### src/block_access.svh
// lane select inside a 64-bit block by the low three address bits
function automatic word_t read_lanes(input block_t block, input logic [2:0] offset,
                                     input access_size_t size);
    word_t result;
    result = '0;
    case (size)
        size_byte: result[7:0] = block[{offset, 3'b000} +: 8];
        size_half: result[15:0] = block[{offset[2:1], 4'b0000} +: 16];
        size_word: result = block[{offset[2], 5'b00000} +: 32];
        default:   result = '0;
    endcase
    return result;
endfunction

// store merge that changes only the addressed lanes
function automatic block_t merge_lanes(input block_t block, input logic [2:0] offset,
                                       input access_size_t size, input word_t data);
    block_t merged;
    merged = block;
    case (size)
        size_byte: merged[{offset, 3'b000} +: 8] = data[7:0];
        size_half: merged[{offset[2:1], 4'b0000} +: 16] = data[15:0];
        size_word: merged[{offset[2], 5'b00000} +: 32] = data;
        default:   merged = block;
    endcase
    return merged;
endfunction

### src/cache_pkg.sv
package cache_pkg;

    typedef logic [31:0] addr_t;        // byte address
    typedef logic [31:0] word_t;        // load result, zero-extended
    typedef logic [63:0] block_t;       // one cache line
    typedef logic [28:0] line_addr_t;   // byte address without offset bits

    typedef enum logic [1:0] {
        size_byte,
        size_half,
        size_word
    } access_size_t;

    typedef enum logic {
        op_read,
        op_write
    } mem_op_t;

    typedef struct packed {
        logic         valid;
        mem_op_t      op;
        access_size_t size;
        addr_t        addr;
        word_t        data;   // store data, low lanes used for byte and half
    } cache_request_t;

    typedef struct packed {
        logic  valid;
        word_t data;
    } cache_response_t;

    typedef struct packed {
        logic       valid;
        logic       dirty;
        line_addr_t line;   // full line address doubles as the tag
        block_t     block;
    } cache_line_t;

    // returning read line from memory
    typedef struct packed {
        logic       valid;
        line_addr_t line;
        block_t     block;
    } fill_t;

endpackage

### src/victim_cache.sv
`timescale 1ns/100ps

module victim_cache
    import cache_pkg::*;
#(
    parameter int n_victim = 4
) (
    input  logic           clock,
    input  logic           reset,
    input  cache_request_t lookup,
    output logic           hit,
    output block_t         hit_data,
    input  cache_line_t    incoming,
    output cache_line_t    writeback
);

    `include "block_access.svh"

    localparam int index_bits = $clog2(n_victim);

    typedef logic [index_bits-1:0] index_t;
    typedef logic [index_bits-1:0] lru_t;   // highest value is most recent

    cache_line_t entries [n_victim];
    lru_t        lru [n_victim];
    line_addr_t  lookup_line;
    index_t      hit_index;
    index_t      free_index;
    index_t      oldest_index;
    index_t      place_index;
    logic        has_free;

    assign lookup_line = lookup.addr[31:3];

    always_comb begin
        hit        = 1'b0;
        hit_index  = '0;
        has_free   = 1'b0;
        free_index = '0;
        // scan downwards so the lowest index is left
        for (int i = n_victim - 1; i >= 0; i--) begin
            if (lookup.valid && entries[i].valid && entries[i].line == lookup_line) begin
                hit       = 1'b1;
                hit_index = index_t'(i);
            end
            if (!entries[i].valid) begin
                has_free   = 1'b1;
                free_index = index_t'(i);
            end
        end
        oldest_index = '0;
        for (int i = 1; i < n_victim; i++) begin
            if (lru[i] < lru[oldest_index]) begin   // strict, first index on ties
                oldest_index = index_t'(i);
            end
        end
    end

    assign hit_data    = entries[hit_index].block;
    assign place_index = has_free ? free_index : oldest_index;

    always_comb begin
        writeback       = entries[oldest_index];
        writeback.valid = incoming.valid & ~has_free & entries[oldest_index].dirty;  // clean lines drop
    end

    always_ff @(posedge clock) begin
        if (reset) begin
            for (int i = 0; i < n_victim; i++) begin
                entries[i].valid <= 1'b0;
                lru[i]           <= '0;
            end
        end else begin
            if (hit) begin
                for (int i = 0; i < n_victim; i++) begin
                    if (index_t'(i) == hit_index) begin
                        lru[i] <= '1;
                    end else if (lru[i] != '0) begin
                        lru[i] <= lru[i] - 1'b1;
                    end
                end
                if (lookup.op == op_write) begin
                    entries[hit_index].dirty <= 1'b1;
                    entries[hit_index].block <= merge_lanes(entries[hit_index].block,
                                                            lookup.addr[2:0], lookup.size,
                                                            lookup.data);
                end
            end
            if (incoming.valid) begin
                for (int i = 0; i < n_victim; i++) begin
                    if (index_t'(i) == place_index) begin
                        lru[i] <= '1;
                    end else if (lru[i] != '0) begin
                        lru[i] <= lru[i] - 1'b1;
                    end
                end
                entries[place_index] <= incoming;
            end
        end
    end

endmodule
### config.mk
export PLATFORM = sky130hd
export DESIGN_NAME = victim_cache
export DESIGN_NICKNAME = d
export VERILOG_FILES = /design/src/cache_pkg.sv /design/src/victim_cache.sv
export VERILOG_INCLUDE_DIRS = /design/src
export SDC_FILE = /design/constraint.sdc
export NUM_CORES = 1
export LEC_CHECK = 0
export ABC_AREA = 0
export BUFFER_PORTS_ARGS = -buffer_cell sky130_fd_sc_hd__buf_2
export CAP_MARGIN = 10
export CORE_MARGIN = 1
export CORE_UTILIZATION = 40
export DETAILED_ROUTE_END_ITERATION = 12
export GPL_TIMING_DRIVEN = 0
export PLACE_DENSITY = 0.57
export SLEW_MARGIN = 15
export SYNTH_ARGS = -nofsm -noshare
export SYNTH_HDL_FRONTEND = slang
export SYNTH_SLANG_ARGS = --single-unit
export TNS_END_PERCENT = 10
### constraint.sdc
create_clock -name clock -period 16.68 [get_ports clock]
set_input_delay 1.668 -clock clock [delete_from_list [all_inputs] [get_ports clock]]
set_output_delay 1.668 -clock clock [all_outputs]
set_load 0.02 [all_outputs]
# Word-level counts from Yosys, hierarchy flattened
# Memories as Yosys holds them, arrays and structs flattened.
# Cells that the tools add are included.
[classes]
shifts = 6
magnitude_cmp = 3
n_mul = 0
div_mod_pow = 0
reduce_logical = 17
addsub = 7
mux = 126
eq_ne = 12
bitwise = 19
[ops]
columns = ["op", "n"]
rows = [
  ["bitwise mux 64 bit", 3],
  ["two-way mux 64 bit", 3],
  ["case mux 64 bit (3 select lines)", 1],
  ["two-way mux 95 bit", 2],
  ["OR reduction 95 bit", 2],
  ["equality test 29 bit", 4],
  ["two-way mux 1 bit", 86],
  ["variable shift 16 x 8 -> 64 bit, first input constant", 1],
  ["variable shift 32 x 8 -> 64 bit, first input constant", 1],
  ["variable shift 8 x 8 -> 64 bit, first input constant", 1],
  ["indexed part select 16 x 8 -> 64 bit", 1],
  ["indexed part select 32 x 8 -> 64 bit", 1],
  ["indexed part select 8 x 8 -> 64 bit", 1],
  ["two-way mux 2 bit", 30],
  ["negator 6 -> 8 bit", 3],
  ["bitwise OR 1 bit", 16],
  ["equality test 2 bit, first input constant", 4],
  ["logical AND 1 bit", 8],
  ["nonzero test 2 bit", 4],
  ["subtractor 2 x 1 -> 2 bit, second input constant", 4],
  ["zero test 2 bit", 3],
  ["< comparator 2 bit", 3],
  ["equality test 1 x 2 -> 1 bit, first input constant", 2],
  ["two-way mux 3 bit", 1],
  ["other kinds (4)", 5],
]
[word_totals]
out_inout_bits = 160
regBits = 0
latch_bits = 0
mem_count = 2
ramBits = 388
mem_bits_ro = 0
[memory_table]
columns = ["memory", "words", "word_bits", "rd", "rd_ports_with_merged_regs", "wr", "line", "rtl"]
rows = [
  ["entries", 4, 95, 6, 0, 4, "victim_cache.sv:24", "cache_line_t entries [n_victim];"],
  ["lru", 4, 2, 6, 0, 4, "victim_cache.sv:25", "lru_t lru [n_victim];"],
]

# Depth between registers and ports, before layout
# An unclocked memory read counts as a cell.
[depth]
depth_word = 17
mapped_depth = 20

# Worst setup path after synthesis
# Ideal clock, no wire load.
[synth_path]
kind = "input to register"
startpoint = "in lookup[62] (netlist bit)"
endpoint = "mem entries[3][0] (netlist bit) (enable)"
path_slack_ps = 8115
n_path_buf = 2
stages = 9
arrival_ps = 7987
required_time_ps = 16102
cell_sequence = "buf_2 -> xor2_1 -> or4_4 -> nor4_4 -> nand2_1 -> a41oi_2 -> buf_4 -> nand2_1 -> o21ai_0"
[synth_rtl]
columns = ["element", "line", "rtl"]
rows = [
  ["start: declaration", "victim_cache.sv:10", "input cache_request_t lookup,"],
  ["end: declaration", "victim_cache.sv:24", ""],
]

==> out/metrics.csv <==
metric,value,unit
critical path class,reg2out,
Max clock buf depth,3,
post-detailed-route wirelength per cell,36.92,µm
number of port buffers,305,
Pleak,11.00,nW
Die H,257.2,µm
Setup TNS,0,ns
largest net degree at the start of global routing,39,
post-route ant nets,0,
"Reg clk slew, reported paths",0.05,ns
Worst Path Arrival,7.41,ns
FP Rows,93,
Syn Std Cell Area,26050,µm²
dominant synthesized flop cell,edfxtp_1,
RSZ-0062 raised after global routing,no,
vias in the first global route,26120,
FILL cells,6227,
MaxCap Viol Count,0,
Hold Path Cell Cnt,1,
Final min period,9.078,ns
element type at the critical path start,register,
Worst EP required,15.01,ns
"Avg Cell Area, Syn",9.440,µm²
total track usage,43.77,%
Layout area overhead,17.72,%
reg2reg setup slack,9.93,ns
DRC,0,
core area,64350,µm²
total number of H-tree levels,2,
Placed Cells,3938,
routed vias,27920,
crit-path max cell delay,0.99,ns
cts hold-fix bufs,0,
Die X,257.2,µm
grt ovf,0,
VDD IR max,0.0001152,V
pins over their slew limit,0,
Final HPWL DP,113900,µm
DR iter-0 viols,4510,
max_slew headroom,1.648,%
Final GP Congestion,1.041,
# resized after CTS,0,
nets,3313,
# Post-CTS Setup Buffers,0,
period utilization,54.42,%
vias per cell,6.916,
initial core utilization,40.49,%
"Slowest-stage cell, CP",clkbuf_1,
initial antenna violation count,12,
Hold Path Class,reg2reg,
share of cells above drive strength 1,18.20,%
Mapped Cells,2760,
TritonCTS buffer count,47,
Non-Filler Instances,4037,
count of final setup violators,0,
clock tree sinks,388,
first-pass GRT wire length,204200,µm
Synth cell types,92,
Final Hold Viols,0,
Synthesized Nets,2940,
Peak Freq,110.2,MHz
synthesis-stage register bit count,388,
status,"complete, no violations",
total chip power,4.003,mW
# IOs,325,
Yosys Warn Count,0,
reg2reg path depth,18,
"FFs w/ async S/R, synth",0,%
first-pass detailed-route iteration total,6,
crit-path max FO,10,
CP endpoint kind,output pin,
sequential area share after synthesis,44.64,%
Die ar.,66160,µm²
worst skew pair latency,0.62,ns
final wirelength,149100,µm
pwr/cell area,130.5,nW/µm²
CP cell instances,ha_1 -> inv_1 -> ha_1 -> or2_2 -> o31a_1 -> buf_2 -> clkbuf_1 -> a21oi_1 -> ha_1 -> nand2_1 -> o21a_1 -> nor2_1 -> clkbuf_1 -> clkbuf_1 -> o221ai_1 -> a31oi_1 -> buf_2,
Clock Skews,0.02069,ns
"EDFF count, synth",386,
Least-Margin Pin Slew,1.475,ns
CTS tree,done,
root buffer cell,clkbuf_16,
report_power, final:
| group | internal [mW] | total (mW) | switching, mW | leakage [nW] |
|---|---|---|---|---|
| clock network | 0.569 | 1.03 | 0.458 | 0.711 |
| logic | 0.418 | 1.86 | 1.44 | 6.85 |
| registers | 1.10 | 1.11 | 0.0195 | 3.44 |
| total | 2.08 | 4.00 | 1.92 | 11.0 |
registers in the layout, summed over array words and instances (netlist names):
signal and cells:
entries 380, lru 8
cells in the mapped netlist (22+ instances only):
cell	count	area [µm²]
edfxtp_1	386	11590
nand2_1	301	1130
nor2_1	271	1017
clkbuf_1	184	690.7
o21ai_0	162	810.8
and2_1	130	813.3
a31oi_1	123	769.5
a21oi_1	119	595.6
o221ai_1	104	910.9
inv_1	88	330.3
xor2_1	77	674.4
a22o_1	73	639.4
mux2_2	57	641.9
a22oi_1	44	330.3
o31ai_1	42	315.3
xnor2_1	38	332.8
nor4_1	37	231.5
mux2i_1	34	340.3
a221oi_1	33	289.0
nand3_1	30	150.1
nor3_1	27	135.1
a2bb2oi_1	24	210.2
nand4_1	23	143.9
o21ai_1	23	115.1
buf_2	22	110.1
worst max-delay path, delay by kind of cell, from the launching register on:
| family | cells | cell delay (ns) |
|---|---|---|
| buffers and inverters | 6 | 3.16 |
| AO/OA/AOI/OAI | 5 | 1.45 |
| AND/OR/NAND/NOR | 3 | 0.98 |
| adder cells (fa/ha/maj) | 3 | 0.73 |
| flip-flops | 1 | 0.45 |
per-stage QoR:
| step | area (µm²) | utilization, % | setup WS, ns | hold WS, ns |
|---|---|---|---|---|
| 2_1_floorplan | 26050 | - | 8.115 | 0.4434 |
| 3_3_place_gp | 28650 | 44.52 | 1.594 | 0.4708 |
| 3_5_place_dp | 29130 | 45.27 | 8.722 | 0.4744 |
| 4_1_cts | 30610 | 47.58 | 8.061 | 0.4827 |
| 5_1_grt | 30660 | 47.65 | 7.679 | 0.4974 |
| 6_report | 30670 | 47.66 | 7.602 | 0.4848 |
final timing paths:
check	from	to
setup reg to reg	lru[1][1]	entries[1][47]
setup / recovery	lru[1][1]	writeback[43]
hold reg to reg	lru[0][0]	lru[0][0]
hold / removal	lru[0][0]	lru[0][0]
per-layer routing:
metal / wire length [µm] / vias to the layer above / track usage (%)
met4: 7087 / 6 / 20.12
met2: 63100 / 2373 / 63.57
met5: 42 / - / 0
met1: 59780 / 13890 / 60.66
li1: - / 11260 / -
met3: 19040 / 394 / 11.33
cell type report:
class	instances	area, µm²	share of cell area, %
Antenna cell	11	27.53	0.08975
Buffer	245	1079	3.517
Clock buffer	58	1217	3.969
Clock inverter	29	265.3	0.8649
Inverter	91	341.6	1.114
Multi-Input combinational cell	2036	13080	42.64
Sequential cell	388	11630	37.92
Tap cell	855	1070	3.488
Timing Repair Buffer	324	1959	6.389
cells in the final DEF, fill, tap and decap left out, types with 16 or more instances in the layout:
cell,synthesis,final
a221oi_1,33,33
clkbuf_16,0,47
xnor2_1,38,38
buf_2,22,328
a31oi_1,123,122
a22o_1,73,73
a22oi_1,44,44
mux2i_1,34,34
edfxtp_1,386,386
and2_1,130,130
nor4_1,37,37
inv_1,88,88
a221oi_2,16,16
buf_1,20,19
a311oi_1,16,16
mux2_2,57,57
o221ai_1,104,104
o21ai_0,162,157
o21ai_1,23,23
a21oi_1,119,119
or2_2,18,18
nor2_1,271,271
nand3_1,30,30
xor2_1,77,77
o31ai_1,42,41
a2bb2oi_1,24,24
nand2_1,301,301
clkbuf_1,184,187
nor3_1,27,27
nand4_1,23,23
kinds of logic (layout without fill, tap and decap cells):
group                      Yosys count  in the layout  synth area share (%)
xor gates and xnor gates           115            115                 3.866
other                                0             11                     0
and+or+nand+nor                    907            907                 16.41
muxes                               91             91                 3.770
adders and majority gates           15             15                0.7204
AOI/OAI and AO/OA                  908            908                 25.20
buffers and inverters              336            747                 5.388
DFF                                388            388                 44.64
No activity file was read; power rests on OpenSTA's default activity.
