--- src/block_access.svh ---
// lane select inside a 64-bit block by the low three address bits
function automatic word_t read_lanes(input block_t block, input logic [2:0] offset,
                                     input access_size_t size);
    word_t result;
    result = '0;
    case (size)
        size_byte: result[7:0] = block[{offset, 3'b000} +: 8];
        size_half: result[15:0] = block[{offset[2:1], 4'b0000} +: 16];
        size_word: result = block[{offset[2], 5'b00000} +: 32];
        default:   result = '0;
    endcase
    return result;
endfunction

// store merge that changes only the addressed lanes
function automatic block_t merge_lanes(input block_t block, input logic [2:0] offset,
                                       input access_size_t size, input word_t data);
    block_t merged;
    merged = block;
    case (size)
        size_byte: merged[{offset, 3'b000} +: 8] = data[7:0];
        size_half: merged[{offset[2:1], 4'b0000} +: 16] = data[15:0];
        size_word: merged[{offset[2], 5'b00000} +: 32] = data;
        default:   merged = block;
    endcase
    return merged;
endfunction

--- src/cache_pkg.sv ---
package cache_pkg;

    typedef logic [31:0] addr_t;        // byte address
    typedef logic [31:0] word_t;        // load result, zero-extended
    typedef logic [63:0] block_t;       // one cache line
    typedef logic [28:0] line_addr_t;   // byte address without offset bits

    typedef enum logic [1:0] {
        size_byte,
        size_half,
        size_word
    } access_size_t;

    typedef enum logic {
        op_read,
        op_write
    } mem_op_t;

    typedef struct packed {
        logic         valid;
        mem_op_t      op;
        access_size_t size;
        addr_t        addr;
        word_t        data;   // store data, low lanes used for byte and half
    } cache_request_t;

    typedef struct packed {
        logic  valid;
        word_t data;
    } cache_response_t;

    typedef struct packed {
        logic       valid;
        logic       dirty;
        line_addr_t line;   // full line address doubles as the tag
        block_t     block;
    } cache_line_t;

    // returning read line from memory
    typedef struct packed {
        logic       valid;
        line_addr_t line;
        block_t     block;
    } fill_t;

endpackage

--- src/dcache_control.sv ---
`timescale 1ns/100ps

module dcache_control
    import cache_pkg::*;
(
    input  logic            clock,
    input  logic            reset,
    input  cache_request_t  request,
    output logic            request_ready,
    output cache_response_t response,
    output cache_request_t  lookup,
    input  logic            main_hit,
    input  logic            victim_hit,
    input  block_t          main_data,
    input  block_t          victim_data,
    input  fill_t           fill,
    input  logic            slot_free,
    output line_addr_t      miss_line,
    output logic            miss_alloc
);

    `include "block_access.svh"

    typedef enum logic [1:0] {
        st_idle,
        st_wait_slot,   // miss seen, no free miss table entry yet
        st_wait_fill,
        st_replay       // lookup again once the line is installed
    } state_t;

    state_t          state;
    state_t          next_state;
    cache_request_t  held;      // the missed request
    cache_response_t next_response;
    block_t          hit_block;
    logic            any_hit;
    logic            miss;
    logic            fill_match;

    assign request_ready = (state == st_idle);

    always_comb begin
        case (state)
            st_idle: begin
                lookup       = request;
                lookup.valid = request.valid & request_ready;
            end
            st_replay: lookup = held;
            default:   lookup = '0;
        endcase
    end

    assign any_hit    = main_hit | victim_hit;
    assign hit_block  = main_hit ? main_data : victim_data;  // main cache wins
    assign miss       = (state == st_idle) & request.valid & ~any_hit;
    assign miss_line  = (state == st_idle) ? request.addr[31:3] : held.addr[31:3];
    assign miss_alloc = (miss | (state == st_wait_slot)) & slot_free;
    assign fill_match = fill.valid & (fill.line == held.addr[31:3]);

    always_comb begin
        next_state = state;
        case (state)
            st_idle: begin
                if (miss) begin
                    next_state = slot_free ? st_wait_fill : st_wait_slot;
                end
            end
            st_wait_slot: begin
                if (slot_free) begin
                    next_state = st_wait_fill;
                end
            end
            st_wait_fill: begin
                if (fill_match) begin
                    next_state = st_replay;
                end
            end
            default: next_state = st_idle;     // replay always hits
        endcase
    end

    always_comb begin
        next_response.valid = lookup.valid & any_hit;
        next_response.data  = '0;
        if (lookup.op == op_read) begin
            next_response.data = read_lanes(hit_block, lookup.addr[2:0], lookup.size);
        end
    end

    always_ff @(posedge clock) begin
        response.data <= next_response.data;
        if (miss) begin
            held <= request;
        end
        if (reset) begin
            state          <= st_idle;
            response.valid <= 1'b0;
        end else begin
            state          <= next_state;
            response.valid <= next_response.valid;
        end
    end

endmodule

--- config.mk ---
export PLATFORM = sky130hd
export DESIGN_NAME = dcache_control
export DESIGN_NICKNAME = d
export VERILOG_FILES = /design/src/cache_pkg.sv /design/src/dcache_control.sv
export VERILOG_INCLUDE_DIRS = /design/src
export SDC_FILE = /design/constraint.sdc
export NUM_CORES = 1
export LEC_CHECK = 0
export ABC_AREA = 1
export ABC_CLOCK_PERIOD_IN_PS = 4100
export BUFFER_PORTS_ARGS = -buffer_cell sky130_fd_sc_hd__clkbuf_2
export CORE_AREA = 2 2 165 167
export DETAILED_ROUTE_END_ITERATION = 10
export DIE_AREA = 0 0 167 169
export PLACE_DENSITY = 0.56
export SLEW_MARGIN = 10
export SYNTH_ARGS = -nofsm -noshare
export SYNTH_HDL_FRONTEND = slang
export SYNTH_SLANG_ARGS = --single-unit
--- constraint.sdc ---
create_clock -name clock -period 4.1 [get_ports clock]
set_input_delay 0.41 -clock clock [delete_from_list [all_inputs] [get_ports clock]]
set_output_delay 0.41 -clock clock [all_outputs]
set_load 0.1 [all_outputs]
# Word level (Yosys, flattened, before mapping)
# Cells that the tools add are included.
# totals
ff_bits	103
input_bits	295
output_inout_bits	132
elab_cells	44
# op_classes
muxes	10
shift	3
n_bitwise	9
reduce_logical	4
eq_ne	9
# ops
op	n
$pmux W68 S2	1
$mux W64	1
$shiftx A64 B7 Y16	1
$shiftx A64 B7 Y32	1
$shiftx A64 B7 Y8	1
$eq A29 B29 Y1	1
$mux W29	1
$pmux W8 S3	1
$pmux W8 S2	1
$mux W2	4
$eq A2 B2 Y1 const B	3
$pmux W2 S3	1
$and A1 B1 Y1	5
$eq A2 B1 Y1 const B	2
$logic_not A2 Y1	2
$ne A2 B2 Y1 const B	2
$reduce_and A3 Y1	1
$ne A2 B1 Y1 const B	1
$not A1 Y1	2
$or A1 B1 Y1	2
$reduce_or A2 Y1	1

# Longest topological paths before layout
# depth
depth_word	6
ltp_mapped	15
depth_no_buf	13

# Worst setup path before layout
# Ideal clock, no wire load.
# synth_path
path_kind	reg2out
startpoint	reg state[1]
endpoint	out miss_alloc
stages_incl_launch_ff	8
path_slack_ns	-2.025
t_required_ns	3.690
arrival_time_ns	5.715
n_path_buf	1
cell_sequence	dfxtp_1 -> inv_1 -> ha_1 -> buf_4 -> nand2_1 -> nor3_2 -> nor2_1 -> nor2_1
# synth_via
elab_chain_len	5
word_cells_on_any_way	6
classes_between	eq/ne: 1; bitwise: 4; reduce/logical: 1
# synth_rtl
element	line	rtl
start: declaration	dcache_control.sv:31	state_t state;
start signal: assignment	dcache_control.sv:96	state <= st_idle;
start signal: assignment	dcache_control.sv:99	state <= next_state;
$logic_not A2 Y1	n/a	
via request_ready	dcache_control.sv:9	output logic request_ready,
$and A1 B1 Y1 (2 in a row)	dcache_control.sv:55	assign miss = (state == st_idle) & request.valid & ~any_hit;
via miss	dcache_control.sv:37	logic miss;
$or A1 B1 Y1	dcache_control.sv:57	assign miss_alloc = (miss | (state == st_wait_slot)) & slot_free;
$and A1 B1 Y1	dcache_control.sv:57	
end: declaration	dcache_control.sv:19	output logic miss_alloc
# The timed path passes the listed nets, and every way through them passes these cells.

==> flow_results.org <==
** STA
- Static timing analysis puts the maximum clock frequency at 284 MHz.
- Max-slew violation count :: 0
- Crit path time final :: 3.52 ns
- Final setup skew :: 0.00946 ns
- Measured against its own limit, the worst slew margin works out to 36.5%.
- Hold Violations, Final :: 0
- Setup total negative slack on the finished layout was measured at 0 ns.
- At the pin with the least slew margin, the transition time is 0.953 ns.
- Setup violations remaining at the end of the flow were counted as 0.
- Unrepaired setup endpoints after global routing :: no
- Final cycle utilization of the critical path :: 85.9%

** Clock network
- Num Clock Sinks :: 103
- CTS built an H-tree with a depth of 3.
- Clock tree synthesis inserted a total of 9 buffers.
- CTS clk-pin slew, worst paths :: 0.08 ns
- CTS resizes :: 0
- Worst skew pair latency :: 0.35 ns
- Post-CTS Hold Fix Bufs :: 0
- No sink is reached through more buffers than the 2 on the longest clock path.
- Post-CTS Setup Inserts :: 0
- CTS placed an instance of sky130_fd_sc_hd__clkbuf_16 at the clock tree root.
- TritonCTS built the clock tree.

** Synthesis
- Synthesized flop and latch total :: 103
- For this run, asynchronously set or reset flops after synthesis account for 0%.
- By instance count, the leading cell after synthesis is sky130_fd_sc_hd__nand2_1.
- Cell types with the largest area share after synthesis :: sky130_fd_sc_hd__edfxtp_1, sky130_fd_sc_hd__nand2_1, sky130_fd_sc_hd__dfxtp_1
- Most used DFF post-synth :: sky130_fd_sc_hd__edfxtp_1
- Share of the yosys chip area belonging to registers :: 39.6%
- The synthesized design devotes to its leading area cell type 29.5% of total area.
- The synthesized design contains 68 enable-type register cells.
- In the synthesized netlist, the number of instances is 1012.
- For this run, the number of Yosys warnings is 0.
- After synthesis, the most frequently instantiated cells are sky130_fd_sc_hd__nand2_1, sky130_fd_sc_hd__inv_1, sky130_fd_sc_hd__a21oi_1, sky130_fd_sc_hd__edfxtp_1, sky130_fd_sc_hd__o21ai_0.
- A synthesized cell averages 6.85 µm².
- When the netlist entered floorplanning its net count stood at 1316.
- Largest area contributor in the synthesized netlist :: sky130_fd_sc_hd__edfxtp_1
- Post-synth design cell area :: 6930 µm²
- Number of distinct library cell variants in the gate-level netlist after synthesis :: 35

** Critical path
- Along the worst path, the maximum fanout reaches 33.
- The worst register-to-register path ends at response[8].
- Required time reported for the critical path endpoint :: 3.69 ns
- The critical path is of the reg2out type.
- Endpoint type of the worst setup path :: output port
- In this run the critical register-to-register path is launched from state[1].
- For the worst flop-to-flop path, the logic depth is 9.
- Critical Path Start Type :: register
- The most numerous cell type found on the critical path is sky130_fd_sc_hd__inv_2.
- Setup slack on the worst reg-to-reg path comes out at 1.24 ns.
- The signal on the critical path passes through inv_1 -> ha_4 -> inv_2 -> o21ai_2 -> nand2_2 -> inv_2 -> clkbuf_2.
- Arrival time worst endpoint :: 3.11 ns
- For this design, the slowest cell found on the critical path is sky130_fd_sc_hd__clkbuf_2.
- Slowest Stage Delay on Critical Path :: 0.54 ns

** Placed design
- Routability-driven placement finished with a final weighted congestion of 0.860.
- Number of placed instances, taps included :: 1668
- Port buffer count :: 362
- Detailed placement finished with a half-perimeter wire length of 21.2 mm.

** Finish
- The filler cells instantiated in the layout total 2901.
- Multi-input gate area in the final layout :: 3510 µm²
- At the end of the flow, the number of nets in the layout was 1642.
- Sequential cell area in the final layout :: 2740 µm²
- The count of cells in the finished layout, fillers not included, comes to 1685.
- In the final layout, the share of cells above drive strength 1 is 30.5%.
- From synthesis to final layout, the design area changed by 34.1%.

** Global routing
- Initial antenna violation count :: 2
- Remaining Overflow, GRT :: 0
- Global routing used 18.7% of the available tracks across all layers.
- Entering global routing, the biggest net connects 70 pins.
- Number of global-route vias before repair :: 7336
- The first global-routing pass estimated 40.8 mm of wire.

** Job
- Number of maximum-capacitance violations :: 0

** Die
- For this configuration, the core starts out at a cell density of 26.2%.
- During I/O placement, the number of pins put on the boundary was 427.
- Chip height :: 169 µm
- In this run the standard cell core region covers 26500 µm².
- Total die area :: 28200 µm²
- The initialized floorplan defines 60 standard-cell rows.
- The die is 167 µm wide.

** Detailed routing
- Vias/cell :: 4.55
- The routed layout has 7661 vias.
- Post-route antenna net violation count :: 0
- For this run, the detailed router's first-pass iteration total came to 6.
- Routed Wire Length :: 26.9 mm
- DRC violations left :: 0
- In the final routed layout, each cell accounts on average for 15.9 µm.
- Count of routing violations after the opening detailed-route iteration :: 359

** Hold path
- The tightest min-delay check is of the in2reg type.
- Startpoint of the worst hold path :: reset
- Hold Path Depth :: 2
- Hold-critical path endpoint :: response[32]

** Run status
- Outcome :: complete, no violations
==> placed cells by master, fill, tap and decap left out, types with 2 or more instances in the layout <==
cell type	Yosys	layout
sky130_fd_sc_hd__buf_4	10	8
sky130_fd_sc_hd__a22o_1	3	3
sky130_fd_sc_hd__o21ai_1	3	3
sky130_fd_sc_hd__or2_0	6	6
sky130_fd_sc_hd__clkbuf_16	0	9
sky130_fd_sc_hd__inv_2	7	7
sky130_fd_sc_hd__nand3_1	64	64
sky130_fd_sc_hd__inv_6	0	2
sky130_fd_sc_hd__xor2_1	2	2
sky130_fd_sc_hd__o211ai_1	14	14
sky130_fd_sc_hd__a21boi_0	3	3
sky130_fd_sc_hd__clkinv_1	3	3
sky130_fd_sc_hd__nor2_1	35	34
sky130_fd_sc_hd__clkinvlp_4	0	2
sky130_fd_sc_hd__o21ai_0	67	67
sky130_fd_sc_hd__mux2i_1	24	24
sky130_fd_sc_hd__ha_1	9	7
sky130_fd_sc_hd__inv_1	100	100
sky130_fd_sc_hd__xnor2_1	3	3
sky130_fd_sc_hd__dfxtp_1	35	35
sky130_fd_sc_hd__nand2_2	3	3
sky130_fd_sc_hd__clkbuf_2	0	360
sky130_fd_sc_hd__or2_2	5	5
sky130_fd_sc_hd__a21oi_1	82	82
sky130_fd_sc_hd__nand2_1	411	411
sky130_fd_sc_hd__edfxtp_1	68	68
sky130_fd_sc_hd__o21a_1	2	2
==> worst max-delay path by stage <==
stage	startpoint	to	slack (ns)
final	state[1]	lookup[32]	0.58
after global placement	state[0]	lookup[32]	0.95
after floorplan	state[0]	miss_alloc	0.06
after global routing	state[0]	lookup[32]	0.34
after CTS	state[0]	lookup[32]	0.53
after detailed placement	state[0]	lookup[32]	0.93
==> sequential cells by signal (all words and copies together), names as in the netlist <==
name / flops
held: 68
state: 2
response: 33
==> area by class of cell <==
| cell class | instances | area share, % |
|---|---|---|
| multi-input cells | 743 | 37.8 |
| flip-flops and latches | 103 | 29.5 |
| inverters | 111 | 4.51 |
| clock inverters | 7 | 0.848 |
| repair buffers | 370 | 20.3 |
| diodes | 1 | 0.0269 |
| well taps | 341 | 4.59 |
| clock buffers | 9 | 2.42 |
==> through the flow <==
stage	utilization [%]	instance area, µm²	setup slack (ns)	hold WS, ns
finish	35.1	9300	0.578	0.225
detailed placement	33.9	8990	0.932	0.568
CTS	35.1	9290	0.532	0.212
global placement	33.9	8990	0.950	0.561
floorplan	-	6960	0.0567	0.482
global route	35.1	9300	0.337	0.218
==> routing by layer <==
metal  global-route usage (%)  up-vias  wire [µm]
met5                        0        -         13
met4                     5.47        2        516
met3                     4.09       29       1910
met2                     33.7      323      13400
met1                     22.2     3407      11000
li1                         -     3900          -
==> worst max-delay path, delay by kind of cell, from the launching register on <==
family          cells  cell delay [ns]
simple gates        1             0.40
buf+inv             4             1.32
flops               1             0.36
fa+ha+maj           1             0.43
compound gates      1             0.24
==> cell families (layout without fill, tap and decap cells) <==
kind of cell | after synthesis | count (layout) | synth area share (%)
compound gates | 179 | 179 | 14.1
xor+xnor | 5 | 5 | 0.632
fa+ha+maj | 9 | 9 | 1.62
buf+inv | 166 | 497 | 10.2
flops | 103 | 103 | 39.6
mux | 24 | 24 | 3.47
other cells | 0 | 1 | 0
simple gates | 526 | 526 | 30.5
Power is left out: the tool's default activity adds up to more than one toggle a clock period on the data nets, which glitch-free logic cannot reach.
